===== config.mk =====
export PLATFORM = sky130hd
export DESIGN_NAME = alu_pipe
export DESIGN_NICKNAME = d
export VERILOG_FILES = /design/src/common/tile_conf_pkg.sv /design/src/common/tile_pkg.sv /design/src/alu/alu_pipe.sv
export SDC_FILE = /design/constraint.sdc
export NUM_CORES = 1
export LEC_CHECK = 0
export BUFFER_PORTS_ARGS = -buffer_cell sky130_fd_sc_hd__buf_4
export CORE_MARGIN = 2
export CORE_UTILIZATION = 30
export CTS_BUF_LIST = sky130_fd_sc_hd__clkbuf_8
export DETAILED_ROUTE_END_ITERATION = 10
export MAX_ROUTING_LAYER = met4
export PLACE_DENSITY = 0.55
export SLEW_MARGIN = 20
export SYNTH_ARGS = -nofsm -noshare
export SYNTH_HDL_FRONTEND = slang
export SYNTH_SLANG_ARGS = --single-unit

===== constraint.sdc =====
create_clock -name i_clk -period 3.35 [get_ports i_clk]
set_input_delay 0.1675 -clock i_clk [delete_from_list [all_inputs] [get_ports i_clk]]
set_output_delay 0.1675 -clock i_clk [all_outputs]
set_load 0.1 [all_outputs]

===== src/common/tile_conf_pkg.sv =====
`default_nettype none

package tile_conf_pkg;

  // --------------------
  // Dispatch and issue
  // --------------------
  localparam int DISP_SIZE    = 2;
  localparam int ALU_INST_NUM = 2;

  // Rank of a slot among the ALU slots of one group
  localparam int DISP_CNT_W = $clog2(DISP_SIZE + 1);

  // --------------------
  // Datapath
  // --------------------
  localparam int XLEN        = 32;
  localparam int PHY_REG_NUM = 32;
  localparam int RNID_W      = $clog2(PHY_REG_NUM);
  localparam int CMT_ID_W    = 6;

  // --------------------
  // Register file ports
  // --------------------
  // Two read ports per ALU pipe
  localparam int RD_PORT_NUM = ALU_INST_NUM * 2;
  // One write port per ALU pipe, load return on the last port
  localparam int WR_PORT_NUM = ALU_INST_NUM + 1;

endpackage

`default_nettype wire


===== src/common/tile_pkg.sv =====
`default_nettype none

package tile_pkg;

  import tile_conf_pkg::*;

  typedef logic [RNID_W-1:0]   rnid_t;
  typedef logic [CMT_ID_W-1:0] cmt_id_t;
  typedef logic [XLEN-1:0]     data_t;

  // --------------------
  // Encodings
  // --------------------
  typedef enum logic [2:0] {
    CAT_ALU,
    CAT_LD,
    CAT_ST,
    CAT_BR,
    CAT_CSU
  } inst_cat_t;

  typedef enum logic [2:0] {
    OP_ADD,
    OP_SUB,
    OP_AND,
    OP_OR,
    OP_XOR,
    OP_SLT
  } alu_op_t;

  // --------------------
  // Dispatch
  // --------------------
  typedef struct packed {
    logic      valid;
    logic      illegal;
    inst_cat_t cat;
    alu_op_t   op;
    rnid_t     rs1;
    rnid_t     rs2;
    rnid_t     rd;
    cmt_id_t   cmt_id;
  } disp_inst_t;

  typedef disp_inst_t [DISP_SIZE-1:0] disp_grp_t;

  // Instruction as seen by one ALU pipe
  typedef struct packed {
    logic    valid;
    alu_op_t op;
    rnid_t   rs1;
    rnid_t   rs2;
    rnid_t   rd;
    cmt_id_t cmt_id;
  } alu_issue_t;

  // --------------------
  // Results
  // --------------------
  typedef struct packed {
    logic  valid;
    rnid_t rd;
    data_t data;
  } phy_wr_t;

  typedef struct packed {
    logic    valid;
    cmt_id_t cmt_id;
    rnid_t   rd;
    data_t   data;
  } done_rpt_t;

endpackage

`default_nettype wire


===== src/alu/alu_pipe.sv =====
`timescale 1ns/1ps
`default_nettype none

module alu_pipe (
  input  logic                  i_clk,
  input  logic                  i_rst_n,
  input  tile_pkg::alu_issue_t  i_issue,
  output tile_pkg::rnid_t       o_rs1_rnid,
  output tile_pkg::rnid_t       o_rs2_rnid,
  input  tile_pkg::data_t       i_rs1_data,
  input  tile_pkg::data_t       i_rs2_data,
  output tile_pkg::phy_wr_t     o_phy_wr,
  output tile_pkg::done_rpt_t   o_done_rpt
);

  import tile_pkg::*;
  import tile_conf_pkg::*;

  data_t   w_result;
  logic    w_slt;

  logic    r_valid;
  rnid_t   r_rd;
  cmt_id_t r_cmt_id;
  data_t   r_data;

  // --------------------
  // Operand read
  // --------------------
  // Register file answers in the same cycle
  assign o_rs1_rnid = i_issue.rs1;
  assign o_rs2_rnid = i_issue.rs2;

  // --------------------
  // Execute
  // --------------------
  assign w_slt = $signed(i_rs1_data) < $signed(i_rs2_data);

  always_comb begin
    case (i_issue.op)
      OP_ADD:  w_result = i_rs1_data + i_rs2_data;
      OP_SUB:  w_result = i_rs1_data - i_rs2_data;
      OP_AND:  w_result = i_rs1_data & i_rs2_data;
      OP_OR:   w_result = i_rs1_data | i_rs2_data;
      OP_XOR:  w_result = i_rs1_data ^ i_rs2_data;
      OP_SLT:  w_result = {{(XLEN-1){1'b0}}, w_slt};
      default: w_result = '0;
    endcase
  end

  // --------------------
  // Output register
  // --------------------
  always_ff @(posedge i_clk) begin
    if (!i_rst_n) begin
      r_valid <= 1'b0;
    end else begin
      r_valid <= i_issue.valid;
    end
  end

  always_ff @(posedge i_clk) begin
    r_rd     <= i_issue.rd;
    r_cmt_id <= i_issue.cmt_id;
    r_data   <= w_result;
  end

  // Same result feeds the write port and the done report
  assign o_phy_wr.valid = r_valid;
  assign o_phy_wr.rd    = r_rd;
  assign o_phy_wr.data  = r_data;

  assign o_done_rpt.valid  = r_valid;
  assign o_done_rpt.cmt_id = r_cmt_id;
  assign o_done_rpt.rd     = r_rd;
  assign o_done_rpt.data   = r_data;

endmodule

`default_nettype wire


# Word level (Yosys, flattened, before mapping)
# Cells that the tools add are included.
[totals] register_bits=44 latchBits=0 ramBits=0 rom_bits=0 input_bits=91 output_inout_bits=92 word_cells=17 n_memories=0
[op_classes] addsub=2 multipliers=0 div=0 n_lt_le_gt_ge=1 n_eq_ne=5 n_shift=0 n_mux=1 bitwise_logic=3 reduce_logical=1
[ops] operator="one-hot mux 32 bit (6 select lines)" count=1
[ops] operator="adder 32 bit" count=1
[ops] operator="AND 32 bit" count=1
[ops] operator="less-than comparator 32 bit" count=1
[ops] operator="OR 32 bit" count=1
[ops] operator="subtractor 32 bit" count=1
[ops] operator="XOR 32 bit" count=1
[ops] operator="equality test 3 x 2 -> 1 bit (second input constant)" count=2
[ops] operator="equality test 3 bit (second input constant)" count=2
[ops] operator="equality test 3 x 1 -> 1 bit (second input constant)" count=1
[ops] operator="zero test 3 bit" count=1

# Longest topological paths before layout
[depth] ltp_word=2 mapped_depth=12 ltp_nobuf=12

# Worst setup path after synthesis
# Ideal clock, no wire load.
[synth_timing] path_type="input to register" from="input i_rs1_data[9]" to="register r_data[31]" setup_ps=127 arrival_ps=2379 required_time_ps=3223 setup_slack_ps=844 stages=12 path_buffers=1 path_cell_list="inv_1 ha_1 buf_2 or3_1 nor3_1 a21bo_1 a31oi_2 a211o_1 nand2_1 o211ai_1 mux2i_1 or3_1"
[synth_via] elab_chain_len=2 elab_cells_between_ends=3 cone_classes="add/sub (2); mux (1)"
[synth_lines] item="from (decl)" line="alu_pipe.sv:10" text="input tile_pkg::data_t i_rs1_data,"
[synth_lines] item="subtractor 32 bit / adder 32 bit (equally long branches)" line="alu_pipe.sv:42, alu_pipe.sv:41"
[synth_lines] item="one-hot mux 32 bit (6 select lines) (*)" line="alu_pipe.sv:40" text="case (i_issue.op)"
[synth_lines] item="named net w_result[31]" line="alu_pipe.sv:19" text="data_t w_result;"
[synth_lines] item="to (signal assigned)" line="alu_pipe.sv:65" text="r_data <= w_result;"
[synth_lines] item="to (decl)" line="alu_pipe.sv:25" text="data_t r_data;"
# Mark *: on every way through the listed nets, which the timed path passes. The rest lies on a longest branch.
# A chain may end at the register's enable or synchronous reset.

# Worst setup path after layout
[layout_timing] from="input i_rs1_data[0]" to="register r_data[28]"
# Same word-level chain as after synthesis.

==> results_dict.tcl <==
set metrics [dict create \
    grt_usage_pct 17.8 \
    fmax_mhz 362 \
    cts_setup_buffers 0 \
    ios 183 \
    finalPower_mw 3.04 \
    arrival_ns 2.95 \
    via_per_inst 5.12 \
    synthCells 849 \
    status "finished clean" \
    hold_depth 2 \
    whs_ns 0.0391 \
    synth.mux.area_fraction_pct 0.803 \
    io_buffer_count 162 \
    synth-seq-cells 44 \
    placed_area_um2 7310 \
    synth_area_leaders "ha_1, dfxtp_1, buf_4, inv_1, a21oi_1" \
    hp-class "in2reg" \
    vdd_drop_max_mv 0.201 \
    place_inst 1195 \
    tns_ns 0 \
    dpl_worst_slack_ns 0.263 \
    critPathKind "in2reg" \
    multi_input_area_um2 4430 \
    cts_tree "done" \
    first_global_vias 5904 \
    initial_core_util_pct 30.7 \
    synthSimpleGateAreaFrac_pct 14.1 \
    synthAdderAreaFrac_pct 20.9 \
    setup_ws_ns 0.587 \
    tightestPinTransition_ns 0.739 \
    cp_max_fo 5 \
    synthFlopType "dfxtp_1" \
    grt_max_degree 43 \
    drv_slew 0 \
    synthArstFlopShare_pct 0 \
    netlist_area_um2 6230 \
    final-setup-viol-count 0 \
    crit_path_top_delay_cell "fa_1" \
    coreArea_um2 20300 \
    fillers 2178 \
    rsz0062_at_grt "false" \
    regArea_um2 881 \
    cp-end-kind "flip-flop" \
    slew_headroom_pct 50.3 \
    firstDrtPassIters 5 \
    start_kind "input port" \
    dieWidth_um 148 \
    crit_required_ns 3.54 \
    clock-root-buffer "clkbuf_8" \
    synth.top_cell.area_share_pct 20.3 \
    grt_pass1_wl_um 30900 \
    utilization_pct 37.1 \
    die_area_um2 21900 \
    instances_no_fill 1214 \
    drive_above_1_share_pct 20.4 \
    vias 6220 \
    numCtsBuffers 5 \
    die_h_um 148 \
    drv_cap 0 \
    hold_start "i_issue[24]" \
    min_to "r_valid$_SDFF_PN0_" \
    syn2layout_area_growth_pct 20.9 \
    pwr_density_cell_nw_per_um2 404 \
    ant_nets 0 \
    cts.clk_slew.worst_paths_ns 0.10 \
    nets 1137 \
    syn-mean-instance-area_um2 7.34 \
    yosysMostFrequentCell "ha_1" \
    synth_edf_count 0 \
    grt_overflow 0 \
    htree_num_levels 2 \
    fin_crit_sh_pct 82.5 \
    synthXorXnorAreaFrac_pct 3.37 \
    drt_iter0_drc 406 \
    crit_family "compound AO/OA/AOI/OAI gates" \
    gp_congestion 0.937 \
    antenna_found_initial 0 \
    synth_top_area_cell "ha_1" \
    stdcell_area_um2 7530 \
    seq_area_frac_synth_pct 14.1 \
    insertedDiodeCount 0 \
    synth_nets 1043 \
    synth_common_cells "ha_1, inv_1, a21oi_1, nor2_1, buf_4" \
    hpwl_um 15000 \
    p_leak_nw 3.60 \
    synth_compound_area_share_pct 31.9 \
    drc 0 \
    wl_per_cell_um 16.0 \
    totalWireLength_um 19400 \
    cp_slowest_stage_delay_ns 0.42 \
    fp-row-count 52 \
    synth_top_family_by_area "compound AO/OA/AOI/OAI gates" \
    clock_path_buffers 2 \
    path_cells "buf_4, inv_1, ha_1, fa_1, nor2_1, o21ai_0, a21oi_1, nand3_1, a21boi_1, nor3_1, o31ai_1, mux2i_1, o21ai_1" \
    worstPathBufferInverterCount 2 \
    clock-sinks 44 \
    final_hold_viol_count 0 \
    period_needed_ns 2.76 \
    yosys_warnings 0 \
    yosys.cell_types.count 71 \
]
-- final cells by class --
cell class / count / share of cell area, %
clock buffers: 5 / 0.913
well taps: 270 / 4.48
clock inverters: 3 / 0.614
inverters: 98 / 4.88
multi-input cells: 611 / 58.8
flip-flops and latches: 44 / 11.7
repair buffers: 183 / 18.6
-- how the worst max path moves through the flow --
stage             startpoint                 end  slack [ns]  depth (start not counted)
2_1_floorplan  i_rs1_data[9]  r_data[31]$_DFF_P_        0.84                         12
3_3_place_gp   i_rs1_data[0]  r_data[20]$_DFF_P_        0.29                         13
3_5_place_dp   i_rs1_data[0]  r_data[20]$_DFF_P_        0.26                         13
4_1_cts        i_rs1_data[0]  r_data[20]$_DFF_P_        0.62                         13
5_1_grt        i_rs1_data[0]  r_data[20]$_DFF_P_        0.30                         13
6_report       i_rs1_data[0]  r_data[28]$_DFF_P_        0.59                         13
-- state kept, by name, summed over array words and instances, names as in the netlist --
register and flops:
r_data 32, r_rd 5, r_valid 1, r_cmt_id 6
-- repair_timing --
item	CTS	global route
hold buffers	11	0
hold endpoints to repair	11	0
setup endpoints to repair	0	0
gates resized for setup	0	0
-- cells by family (layout without fill, tap and decap cells) --
group	Yosys count	count (layout)
flops	44	44
mux	5	5
buf+inv	194	289
fa+ha+maj	103	103
simple gates	188	188
compound gates	291	291
xor+xnor	24	24
-- layer usage --
metal / share of wire (%) / track usage (%) / up-vias
met1: 49 / 25.1 / 2900
met3: 5.1 / 2.21 / 15
met2: 45 / 27.1 / 180
met5: 0 / - / -
met4: 1.2 / 4.14 / 0
li1: - / - / 3125
-- report_power, final --
part / internal (mW) / leakage, nW / switching (mW) / total, mW
logic: 0.530 / 3.17 / 1.42 / 1.95
clock network: 0.226 / 0.0548 / 0.245 / 0.471
registers: 0.583 / 0.369 / 0.0334 / 0.617
-- layout by cell type (no fill, tap or decap), types with 7 or more instances in the layout --
master           n
o22a_1          13
dfxtp_1         44
a21oi_1         71
a211oi_1        13
o211ai_1         9
o21ai_0         42
a21o_1          14
nand3_1         12
inv_1           96
nand2b_1        11
buf_4          172
o21bai_1        12
o22ai_1         12
ha_1           101
a22oi_1         18
dlygate4sd3_1   11
o21ai_1         17
nor2b_1          9
a31oi_1          9
o32a_1           7
or3_1            7
o221ai_1         9
nand2_1         41
xnor2_1         21
nor2_1          65
nor3_1          21
No activity file was read; power rests on OpenSTA's default activity.
