$ cat src/common/tile_conf_pkg.sv
`default_nettype none

package tile_conf_pkg;

  // --------------------
  // Dispatch and issue
  // --------------------
  localparam int DISP_SIZE    = 2;
  localparam int ALU_INST_NUM = 2;

  // Rank of a slot among the ALU slots of one group
  localparam int DISP_CNT_W = $clog2(DISP_SIZE + 1);

  // --------------------
  // Datapath
  // --------------------
  localparam int XLEN        = 32;
  localparam int PHY_REG_NUM = 32;
  localparam int RNID_W      = $clog2(PHY_REG_NUM);
  localparam int CMT_ID_W    = 6;

  // --------------------
  // Register file ports
  // --------------------
  // Two read ports per ALU pipe
  localparam int RD_PORT_NUM = ALU_INST_NUM * 2;
  // One write port per ALU pipe, load return on the last port
  localparam int WR_PORT_NUM = ALU_INST_NUM + 1;

endpackage

`default_nettype wire

$ cat src/common/tile_pkg.sv
`default_nettype none

package tile_pkg;

  import tile_conf_pkg::*;

  typedef logic [RNID_W-1:0]   rnid_t;
  typedef logic [CMT_ID_W-1:0] cmt_id_t;
  typedef logic [XLEN-1:0]     data_t;

  // --------------------
  // Encodings
  // --------------------
  typedef enum logic [2:0] {
    CAT_ALU,
    CAT_LD,
    CAT_ST,
    CAT_BR,
    CAT_CSU
  } inst_cat_t;

  typedef enum logic [2:0] {
    OP_ADD,
    OP_SUB,
    OP_AND,
    OP_OR,
    OP_XOR,
    OP_SLT
  } alu_op_t;

  // --------------------
  // Dispatch
  // --------------------
  typedef struct packed {
    logic      valid;
    logic      illegal;
    inst_cat_t cat;
    alu_op_t   op;
    rnid_t     rs1;
    rnid_t     rs2;
    rnid_t     rd;
    cmt_id_t   cmt_id;
  } disp_inst_t;

  typedef disp_inst_t [DISP_SIZE-1:0] disp_grp_t;

  // Instruction as seen by one ALU pipe
  typedef struct packed {
    logic    valid;
    alu_op_t op;
    rnid_t   rs1;
    rnid_t   rs2;
    rnid_t   rd;
    cmt_id_t cmt_id;
  } alu_issue_t;

  // --------------------
  // Results
  // --------------------
  typedef struct packed {
    logic  valid;
    rnid_t rd;
    data_t data;
  } phy_wr_t;

  typedef struct packed {
    logic    valid;
    cmt_id_t cmt_id;
    rnid_t   rd;
    data_t   data;
  } done_rpt_t;

endpackage

`default_nettype wire

$ cat src/logic/disp_router.sv
`timescale 1ns/1ps
`default_nettype none

module disp_router (
  input  logic                  i_clk,
  input  logic                  i_rst_n,
  input  tile_pkg::disp_grp_t   i_disp,
  output tile_pkg::alu_issue_t  o_issue [tile_conf_pkg::ALU_INST_NUM]
);

  import tile_pkg::*;
  import tile_conf_pkg::*;

  logic [DISP_SIZE-1:0]  w_alu_slot;
  logic [DISP_CNT_W-1:0] w_slot_rank [DISP_SIZE];
  alu_issue_t            w_issue_next [ALU_INST_NUM];
  alu_issue_t            r_issue [ALU_INST_NUM];

  // --------------------
  // Slot filter
  // --------------------
  always_comb begin
    for (int d = 0; d < DISP_SIZE; d++) begin
      w_alu_slot[d] = i_disp[d].valid & ~i_disp[d].illegal & (i_disp[d].cat == CAT_ALU);
    end
  end

  // Number of ALU slots ahead of each slot
  always_comb begin
    logic [DISP_CNT_W-1:0] l_cnt;
    l_cnt = '0;
    for (int d = 0; d < DISP_SIZE; d++) begin
      w_slot_rank[d] = l_cnt;
      l_cnt = l_cnt + DISP_CNT_W'(w_alu_slot[d]);
    end
  end

  // --------------------
  // Pipe select
  // --------------------
  // k-th ALU slot of the group goes to pipe k
  always_comb begin
    for (int k = 0; k < ALU_INST_NUM; k++) begin
      w_issue_next[k] = '0;
      for (int d = 0; d < DISP_SIZE; d++) begin
        if (w_alu_slot[d] && (w_slot_rank[d] == DISP_CNT_W'(k))) begin
          w_issue_next[k].valid  = 1'b1;
          w_issue_next[k].op     = i_disp[d].op;
          w_issue_next[k].rs1    = i_disp[d].rs1;
          w_issue_next[k].rs2    = i_disp[d].rs2;
          w_issue_next[k].rd     = i_disp[d].rd;
          w_issue_next[k].cmt_id = i_disp[d].cmt_id;
        end
      end
    end
  end

  always_ff @(posedge i_clk) begin
    if (!i_rst_n) begin
      r_issue <= '{default: '0};
    end else begin
      r_issue <= w_issue_next;
    end
  end

  assign o_issue = r_issue;

endmodule

`default_nettype wire

$ cat config.mk
export PLATFORM = sky130hd
export DESIGN_NAME = disp_router
export DESIGN_NICKNAME = d
export VERILOG_FILES = /design/src/common/tile_conf_pkg.sv /design/src/common/tile_pkg.sv /design/src/logic/disp_router.sv
export SDC_FILE = /design/constraint.sdc
export NUM_CORES = 1
export LEC_CHECK = 0
export BUFFER_PORTS_ARGS = -buffer_cell sky130_fd_sc_hd__clkbuf_2
export CAP_MARGIN = 0
export CORE_ASPECT_RATIO = 0.9
export CORE_MARGIN = 5
export CORE_UTILIZATION = 41
export CTS_CLUSTER_DIAMETER = 30
export DETAILED_ROUTE_END_ITERATION = 6
export GPL_TIMING_DRIVEN = 1
export PLACE_DENSITY_LB_ADDON = 0.05
export SLEW_MARGIN = 10
export SYNTH_ARGS = -nofsm -noshare
export SYNTH_HDL_FRONTEND = slang
export SYNTH_SLANG_ARGS = --single-unit
$ cat constraint.sdc
create_clock -name i_clk -period 1.75 [get_ports i_clk]
set_input_delay 0.35 -clock i_clk [delete_from_list [all_inputs] [get_ports i_clk]]
set_output_delay 0.35 -clock i_clk [all_outputs]
set_load 0.005 [all_outputs]
== Word-level counts from Yosys, hierarchy flattened ==
Cells that the tools add are included.
Cells by class
  muxes and demuxes: 3
  bitwise operators: 6
  reduce and logical (&&, ||, !) cells: 6
Operators by type and width (number)
  $mux 25: 3
  $logic_not 3->1: 2
  $and 1x1->1: 4
  $logic_and 1x1->1: 2
  $logic_not 2->1: 1
  $not 1->1: 2
  $reduce_and 2->1: 1
Storage, ports and cells
  flip-flop bits (word level): 50
  output and inout bits: 50
  word-level logic and storage cells: 27

== Longest topological paths before layout ==
Gate-level depths: netlist (run 1).
  word-level depth: 6
  mapped depth: 6
  depth with buffers taken out: 3

== Least setup slack after synthesis (run 1) ==
OpenSTA, ideal clock, no wires.
  path kind: in2reg
  start point: in i_disp[26] (netlist name)
  end point: reg r_issue, in the netlist o_issue[25]
  setup time: 72 ps
  arrival time: 1357 ps
  data required time: 1678 ps
  setup slack: 321 ps
  cell stages on the path: 5
  path buffers: 2
  cell sequence: nor4b_1 -> nor2b_1 -> buf_2 -> buf_4 -> mux2i_1
Between the ends
  word-level cells in the longest chain between the ends: 5
  elaborated cells on any way between the ends: 6
RTL lines
  start: declaration: line disp_router.sv:7  | input tile_pkg::disp_grp_t i_disp,
  $logic_not 3->1 *: line disp_router.sv:24  | w_alu_slot[d] = i_disp[d].valid & ~i_disp[d].illegal & (i_disp[d].cat == CAT_ALU);
  $and 1x1->1 *: line disp_router.sv:24
  $logic_not 2->1: line disp_router.sv:46  | if (w_alu_slot[d] && (w_slot_rank[d] == DISP_CNT_W'(k))) begin
  $logic_and 1x1->1: line disp_router.sv:46
  $mux 25 *: line disp_router.sv:46
  end signal: assignment: line disp_router.sv:62  | r_issue <= w_issue_next;
  end: declaration: line disp_router.sv:17  | alu_issue_t r_issue [ALU_INST_NUM];
Mark *: on every way between the ends. The rest lies on a longest branch, timed or not.
A chain may end at the register's enable or synchronous reset.

== Worst setup path in the final report (run 1) ==
  start point: in i_disp[26] (netlist name)
  end point: reg r_issue, in the netlist o_issue[43]
Same word-level chain as after synthesis.

==> results by group, run 1 <==
Synth
  – Area fraction of the dominant cell type after synthesis: 57.8%
  – Synth area leader: dfxtp_1
  – Yosys Warn Count: 0
  – Register area share after synthesis: 57.8%
  – Synthesized flop and latch total: 50
  – Syn Nets: 225
  – Syn_area_per_cell: 10.5 µm²
  – Mapped Cells: 165
  – Area contributors post-synth: dfxtp_1 58%, mux2i_1 14%, and2_1 8.7%, nand3_1 6.9%, nand2_1 5.2%
  – Yosys cell types: 13
  – Synth Cell Area: 0.00173 mm²

CTS
  – Post CTS Setup Buffer Count: 0
  – CTS Root Cell: clkbuf_8
  – CTS resizes: 0
  – H-tree depth: 2
  – Num CTS Buffers: 5
  – Max Root-Sink Buffers: 2
  – Clock transition at path regs: 0.09 ns
  – Hold buffers post-CTS: 0
  – # clock sinks: 50
  – CTS tree: yes

Die
  – Die extent in x: 78.5 µm
  – Initial Util: 42.5%
  – Num ports: 110
  – Core area: 0.00407 mm²
  – FP Rows: 22
  – Die area: 0.00563 mm²
  – Die height: 71.7 µm

Setup path
  – Arr. time, crit path: 1.45 ns
  – Critical path endpoint category: flip-flop
  – CP startpoint kind: primary input
  – Critical path origin: i_disp[26]
  – CP max FO: 25
  – CP Data Required Time: 1.97 ns
  – CP Class: in2reg

Global routing
  – Largest net degree at the start of global routing: 26
  – First-pass GRT wire length: 6970 µm
  – Initial antenna violation count: 0
  – Gr usage total: 15.9%
  – Vias in the first global route: 1516
  – Gr ovfl total: 0

Placed design
  – GP Congestion: 0.703
  – HPWL after DPL: 3260 µm
  – Area post-placement: 0.00234 mm²
  – Input/output buffers: 109

Drt
  – DRC viols: 0
  – DRT iter0 DRCs: 68
  – WL/cell: 13.5 µm
  – Final ANT Viol Nets: 0
  – WL final: 4350 µm
  – First-pass iteration count of the detailed router: 4
  – Via count: 1498
  – Via density: 4.64

Outcome
  – Status: finished, final reports clean

Final layout
  – Max reg flops: 50
  – Post-route cell area: 0.00243 mm²
  – Area Overhead vs Synth: 40.4%
  – Final #Nets: 334
  – Layout cells sized above 1: 45.8%
  – ANT cells: 0

Timing
  – FMAX: 813 MHz
  – Fin Setup TNS: 0 ns
  – Max-slew violation count: 0
  – Final setup fails: 0
  – Slew headroom: 77.8%
  – Least-Margin Pin Slew: 0.328 ns
  – Fin. Hold Viols: 0
  – Tcrit/Tclk final: 70.3%
  – RSZ-0062 raised after global routing: no
  – Min Tclk post-route: 1.23 ns

Power and ir drop
  – Peak supply drop: 0.373 mV
  – Leakage power: 1.18 nW
  – PD cells: 808 mW/mm²

Hold path
  – Hold Path Class: in2reg
  – Worst Hold Launch: i_disp[29]

Job
  – Total of max-cap violations: 0
[per-stage QoR]
| step | setup WS (ns) | cells | hold slack, ns | total power [mW] | util (%) |
|---|---|---|---|---|---|
| 2_1_floorplan | 0.321 | 165 | 0.472 | 1.22 | - |
| 3_3_place_gp | 0.231 | 315 | 0.568 | 1.32 | 57.4 |
| 3_5_place_dp | 0.224 | 315 | 0.572 | 1.32 | 57.4 |
| 4_1_cts | 0.521 | 323 | 0.265 | 1.98 | 59.7 |
| 5_1_grt | 0.358 | 323 | 0.266 | 2.06 | 59.7 |
| 6_report | 0.520 | 323 | 0.272 | 1.97 | 59.7 |
[worst paths after layout]
| path | to | slack (ns) | cells after the start |
|---|---|---|---|
| hold / removal | o_issue[0]$_SDFF_PN0_ | 0.27 | 2 |
| setup / recovery | o_issue[43]$_SDFF_PN0_ | 0.52 | 5 |
[cell usage after synthesis]
cell type,n
nand3_1,24
clkbuf_1,6
and2_1,24
a22o_1,1
nor4b_4,1
dfxtp_1,50
buf_2,3
mux2i_1,24
nor2b_1,2
nand2_1,24
and4b_1,1
buf_4,4
nor4b_1,1
[cells by family after synthesis]
logic type             count (synthesis)  share of synthesized area, %
buffers and inverters                 13                          3.90
DFF                                   50                          57.8
AOI/OAI and AO/OA                      1                         0.506
and+or+nand+nor                       77                          24.0
muxes                                 24                          13.9
[cell usage in the layout (no fill, tap or decap), drive strengths merged, types with 2 or more instances in the layout]
cell	instances
and2	24
buf	6
clkbuf	115
dfxtp	50
mux2i	24
nand2	24
nand3	24
nor2b	2
nor4b	2
[area by class of cell]
type	instances	area (µm²)
multi-input cells	102	674
flip-flops and latches	50	1000
clock inverters	2	12.5
clock buffers	6	82.6
well taps	48	60.1
fillers	383	1640
repair buffers	115	603
[worst max-delay path, stage by stage]
cell,delay (ns)
clkbuf_2,0.08
nor4b_1,0.35
nor2b_4,0.23
buf_12,0.21
mux2i_1,0.21
[layer usage]
layer	global-route usage (%)	share of wire, %	up-vias
met2	27.2	48	62
met4	5.83	1.2	0
met1	18.9	43	672
met3	4.90	7.7	5
met5	0	0	-
li1	-	-	759
[power breakdown]
part / total (mW) / internal [mW] / switching [mW]
logic: 0.143 / 0.0744 / 0.0690
clock network: 0.676 / 0.318 / 0.358
registers: 1.15 / 1.14 / 0.00203
total: 1.97 / 1.54 / 0.430
(Power assumes the default switching activity.)
==> inputs of run 2 (changes only) <==
--- a/config.mk
+++ b/config.mk
@@ -5,11 +5,12 @@
 export SDC_FILE = /design/constraint.sdc
 export NUM_CORES = 1
 export LEC_CHECK = 0
+export ABC_AREA = 1
 export BUFFER_PORTS_ARGS = -buffer_cell sky130_fd_sc_hd__clkbuf_2
 export CAP_MARGIN = 0
 export CORE_ASPECT_RATIO = 0.9
 export CORE_MARGIN = 5
-export CORE_UTILIZATION = 41
+export CORE_UTILIZATION = 42
 export CTS_CLUSTER_DIAMETER = 30
 export DETAILED_ROUTE_END_ITERATION = 6
 export GPL_TIMING_DRIVEN = 1
==> constraint.sdc (replaced) <==
create_clock -name i_clk -period 1.24 [get_ports i_clk]
set_input_delay 0.248 -clock i_clk [delete_from_list [all_inputs] [get_ports i_clk]]
set_output_delay 0.248 -clock i_clk [all_outputs]
set_load 0.005 [all_outputs]
==> results by group, run 2 <==
Synth
  – Synthesized flop and latch total: 50
  – Simple-gate area share of the yosys netlist: 33.3%
  – Yosys Warn Count: 0
  – Area contributors post-synth: dfxtp_1 56%, nand3_1 14%, nor2_4 6.9%, inv_1 6.1%, nand2_1 5.5%
  – Synth cell count leaders: 50 x dfxtp_1, 49 x nand3_1, 29 x inv_1, 26 x nand2_1, 11 x nor2_4
  – Syn_area_per_cell: 9.00 µm²
  – Synth Area in Compound Gates: 0.349%
  – Post-synth EDFFs: 0
  – Yosys cell types: 17
  – Post-synthesis mux area share: 0%
  – Post-Synth Adder-Cell Area: 0%
  – Mapped Cells: 199
  – Asr flop ratio synth: 0%
  – Register area share after synthesis: 55.9%
  – Synth Flop Type: dfxtp_1
  – Area fraction of the dominant cell type after synthesis: 55.9%
  – Synth Cell Area: 0.00179 mm²
  – Xor and xnor area share after synthesis: 0%
  – Largest family of logic cells by synthesized area: simple AND/OR/NAND/NOR gates
  – Syn Nets: 259
  – Top-count cell post-synth: dfxtp_1
  – Synth area leader: dfxtp_1

Setup path
  – CP max FO: 1
  – CP startpoint kind: flip-flop
  – Crit-path max cell delay: 0.33 ns
  – CP Data Required Time: 0.99 ns
  – CP Class: reg2out
  – CP delay by family, top: flip-flops
  – Cell-by-cell trace of the critical path: clkbuf_2
  – Slowest-stage cell, CP: dfxtp_1
  – Arr. time, crit path: 0.74 ns
  – Worst path bufs/invs: 1
  – Critical path endpoint category: output pin

Final layout
  – Layout cells sized above 1: 47.4%
  – Fill cell count: 403
  – Footprint of the multi-input gates: 603 µm²
  – Commonest non-fill, non-tap cells in the layout: 109 x clkbuf_2, 50 x dfxtp_1, 49 x nand3_1, 29 x inv_1, 26 x nand2_1
  – Commonest non-fill, non-tap cell in the layout: clkbuf_2
  – Final #Nets: 371
  – Post-route cell area: 0.00251 mm²
  – Max reg flops: 50
  – ANT cells: 0
  – Area Overhead vs Synth: 40.3%
  – Final core utilization: 61.2%
  – Register area: 0.00100 mm²

Drt
  – Via count: 1611
  – DRT iter0 DRCs: 50
  – First-pass iteration count of the detailed router: 4
  – DRC viols: 0
  – WL final: 4460 µm
  – Final ANT Viol Nets: 0
  – Via density: 4.48
  – WL/cell: 12.4 µm

Power and ir drop
  – Peak supply drop: 0.660 mV
  – PD cells: 1080 mW/mm²
  – Leakage power: 1.44 nW
  – Pwr Total: 2.72 mW

Die
  – Core area: 0.00410 mm²
  – Die extent in x: 78.8 µm
  – Die height: 71.9 µm
  – Num ports: 110
  – Initial Util: 43.7%
  – Die area: 0.00567 mm²
  – FP Rows: 22

CTS
  – # clock sinks: 50
  – Hold buffers post-CTS: 0
  – Max Root-Sink Buffers: 2
  – CTS resizes: 0
  – Clock transition at path regs: 0.09 ns
  – CTS tree: yes
  – CTS Root Cell: clkbuf_8
  – Post CTS Setup Buffer Count: 0
  – Num CTS Buffers: 5
  – H-tree depth: 2

Global routing
  – Initial antenna violation count: 0
  – Gr ovfl total: 0
  – Vias in the first global route: 1584
  – Largest net degree at the start of global routing: 26
  – Gr usage total: 16.1%
  – First-pass GRT wire length: 7220 µm

Timing
  – Final setup fails: 0
  – RSZ-0062 raised after global routing: no
  – Slew headroom: 82.7%
  – Max-slew violation count: 0
  – Tcrit/Tclk final: 80.0%
  – Fin Setup TNS: 0 ns
  – Min Tclk post-route: 0.993 ns
  – Fin. Hold Viols: 0
  – FMAX: 1010 MHz
  – Least-Margin Pin Slew: 0.259 ns

Placed design
  – GP Congestion: 0.766
  – Input/output buffers: 109
  – Area post-placement: 0.00242 mm²
  – HPWL after DPL: 3500 µm

Outcome
  – Status: finished, final reports clean

Hold path
  – Hold Path Class: in2reg

Job
  – Total of max-cap violations: 0
[run 2: cell families (layout without fill, tap and decap cells)]
| logic type | count (synthesis) | after routing |
|---|---|---|
| buffers and inverters | 41 | 154 |
| AOI/OAI and AO/OA | 1 | 1 |
| DFF | 50 | 50 |
| and+or+nand+nor | 107 | 107 |
[run 2: layout make-up]
| type | instances | area share [%] |
|---|---|---|
| clock buffer | 6 | 2.89 |
| clock inverter | 2 | 0.548 |
| inverter | 30 | 4.48 |
| multi-input combinational | 108 | 24.0 |
| sequential | 50 | 39.9 |
| tap | 48 | 2.39 |
| timing repair buffer | 116 | 25.8 |
[run 2: worst paths after layout]
path | start | end | slack (ns) | depth (start not counted)
worst max-delay path | o_issue[43]$_SDFF_PN0_ | o_issue[43] | 0.25 | 1
worst min-delay path | i_disp[37] | o_issue[8]$_SDFF_PN0_ | 0.16 | 3
[run 2: metal layers]
metal	share of wire (%)	global-route usage, %	vias up
met1	42	19.5	697
met2	45	26.0	75
met3	12	7.07	4
met5	0	0	-
li1	-	-	835
met4	0.76	4.77	0
[run 2: metrics by stage]
step | cells | hold WS (ns) | worst slack [ns]
global route | 360 | 0.149 | 0.205
detailed placement | 352 | 0.468 | 0.0143
CTS | 360 | 0.149 | 0.234
global placement | 352 | 0.466 | 0.0950
floorplan | 199 | 0.360 | 0.157
finish | 360 | 0.158 | 0.247
[run 2: report_power, final]
part / switching (mW) / internal, mW / total, mW
clock: 0.506 / 0.399 / 0.905
sequential: 0.00282 / 1.61 / 1.62
combinational: 0.106 / 0.0970 / 0.203
==> inputs of run 3 (changes only) <==
--- a/config.mk
+++ b/config.mk
@@ -5,12 +5,12 @@
 export SDC_FILE = /design/constraint.sdc
 export NUM_CORES = 1
 export LEC_CHECK = 0
-export ABC_AREA = 1
+export ABC_AREA = 0
 export BUFFER_PORTS_ARGS = -buffer_cell sky130_fd_sc_hd__clkbuf_2
 export CAP_MARGIN = 0
 export CORE_ASPECT_RATIO = 0.9
 export CORE_MARGIN = 5
-export CORE_UTILIZATION = 42
+export CORE_UTILIZATION = 41
 export CTS_CLUSTER_DIAMETER = 30
 export DETAILED_ROUTE_END_ITERATION = 6
 export GPL_TIMING_DRIVEN = 1
==> constraint.sdc (replaced) <==
create_clock -name i_clk -period 1 [get_ports i_clk]
set_input_delay 0.2 -clock i_clk [delete_from_list [all_inputs] [get_ports i_clk]]
set_output_delay 0.2 -clock i_clk [all_outputs]
set_load 0.005 [all_outputs]
==> results by group, run 3 (synthesized netlist as in run 1, its figures left out) <==
Outcome
  – Status: finished, final reports clean

Drt
  – Via density: 4.70
  – WL final: 4470 µm
  – DRC viols: 0
  – Final ANT Viol Nets: 0
  – Via count: 1522
  – First-pass iteration count of the detailed router: 4
  – WL/cell: 13.8 µm
  – DRT iter0 DRCs: 37

Global routing
  – Gr usage total: 16.4%
  – Initial antenna violation count: 0
  – First-pass GRT wire length: 7240 µm
  – Largest net degree at the start of global routing: 26
  – Gr ovfl total: 0
  – Vias in the first global route: 1538

CTS
  – Post CTS Setup Buffer Count: 0
  – Max Root-Sink Buffers: 2
  – H-tree depth: 2
  – Clock transition at path regs: 0.09 ns
  – Num CTS Buffers: 5
  – CTS Root Cell: clkbuf_8
  – CTS tree: yes
  – # clock sinks: 50

Die
  – Core area: 0.00407 mm²
  – Initial Util: 42.5%
  – FP Rows: 22
  – Die extent in x: 78.5 µm
  – Die height: 71.7 µm
  – Die area: 0.00563 mm²
  – Num ports: 110

Setup path
  – CP Data Required Time: 1.24 ns
  – CP startpoint kind: primary input
  – CP Class: in2reg
  – CP max FO: 21
  – Critical path endpoint category: flip-flop
  – Arr. time, crit path: 1.23 ns

Placed design
  – HPWL after DPL: 3380 µm
  – Input/output buffers: 109
  – GP Congestion: 0.726
  – Area post-placement: 0.00239 mm²
  – DP Worst Slack: -0.298 ns

Power and ir drop
  – Sequential Power Share: 58.0%
  – Psw: 0.759 mW
  – Internal Pwr Total: 2.70 mW
  – Leakage power: 1.20 nW
  – PD cells: 1390 mW/mm²
  – Logic gate share of total power: 7.6%
  – Clock power frac: 34.4%
  – Pwr Total: 3.46 mW
  – Peak supply drop: 0.735 mV
  – Switch share: 22.0%

Job
  – Total of max-cap violations: 0

Final layout
  – Area Overhead vs Synth: 43.6%
  – Post-route cell area: 0.00249 mm²
  – Final #Nets: 335
  – Commonest non-fill, non-tap cell in the layout: clkbuf_2
  – Final core utilization: 61.1%
  – ANT cells: 0
  – Max reg flops: 50
  – Layout cells sized above 1: 46.4%
  – Commonest non-fill, non-tap cells in the layout: 108 x clkbuf_2, 50 x dfxtp_1
  – Fill cell count: 381

Timing
  – Final setup fails: 0
  – Final Worst Setup Slack: 0.0166 ns
  – Least-Margin Pin Slew: 0.265 ns
  – Tcrit/Tclk final: 98.3%
  – Final hold slack: 0.114 ns
  – Fin. Hold Viols: 0
  – FMAX: 1020 MHz
  – Max-slew violation count: 0
  – Slew headroom: 82.4%
  – RSZ-0062 raised after global routing: yes
  – Min Tclk post-route: 0.983 ns

Hold path
  – Hold Path Class: in2reg
run 3: cell types whose count changed in the layout (fill, tap and decap cells not counted), moves of 2 or more:
cell,delta
inv_1,-29
buf_6,+2
nand3_1,-25
nor2_1,-8
nor2_2,-10
nor4b_4,+2
nor2_4,-11
mux2i_1,+24
and2_1,+24
nand2_1,-2
run 3: worst paths after layout:
| kind | startpoint | to | slack [ns] | cells after the start |
|---|---|---|---|---|
| setup / recovery | i_disp[56] | o_issue[5]$_SDFF_PN0_ | 0.02 | 5 |
| hold / removal | i_disp[6] | o_issue[31]$_SDFF_PN0_ | 0.11 | 3 |
run 3: what timing repair did:
action | 4_1_cts | 5_1_grt
hold buffers | 0 | 0
gates resized for setup | 0 | 2
endpoints found under the setup margin | 0 | 17
run 3: stage by stage:
step,std cells,setup TNS [ns]
final,324,0
after global routing,324,-0.247
after CTS,324,0
after detailed placement,316,-12.88
after global placement,316,-11.77
after floorplan,165,-7.99
run 3: power groups by stage:
stage | registers (mW) | clock network [mW] | logic [mW]
floorplan | 2.05 | 0 | 0.0938
detailed placement | 2.05 | 0 | 0.263
CTS | 2.00 | 1.23 | 0.265
finish | 2.00 | 1.19 | 0.264
global route | 2.01 | 1.33 | 0.295
global placement | 2.05 | 0 | 0.261
run 3: final cells by class:
type | instances | area [µm²] | share of cell area, %
clock buffers | 7 | 86.3 | 3.47
clock inverters | 1 | 5.00 | 0.201
multi-input cells | 102 | 691 | 27.8
flip-flops and latches | 50 | 1000 | 40.2
well taps | 48 | 60.1 | 2.41
repair buffers | 116 | 646 | 25.9
run 3: per-layer routing:
layer | GRT usage [%] | share of wire, %
met2 | 26.6 | 47
met4 | 6.41 | 1.5
met5 | 0 | 0
met1 | 19.0 | 40
met3 | 7.54 | 11
run 3: worst max-delay path: stages:
cell and delay (ns):
clkbuf_2 0.11, nor4b_4 0.32, and4b_2 0.32, buf_12 0.15
and2_1 0.13
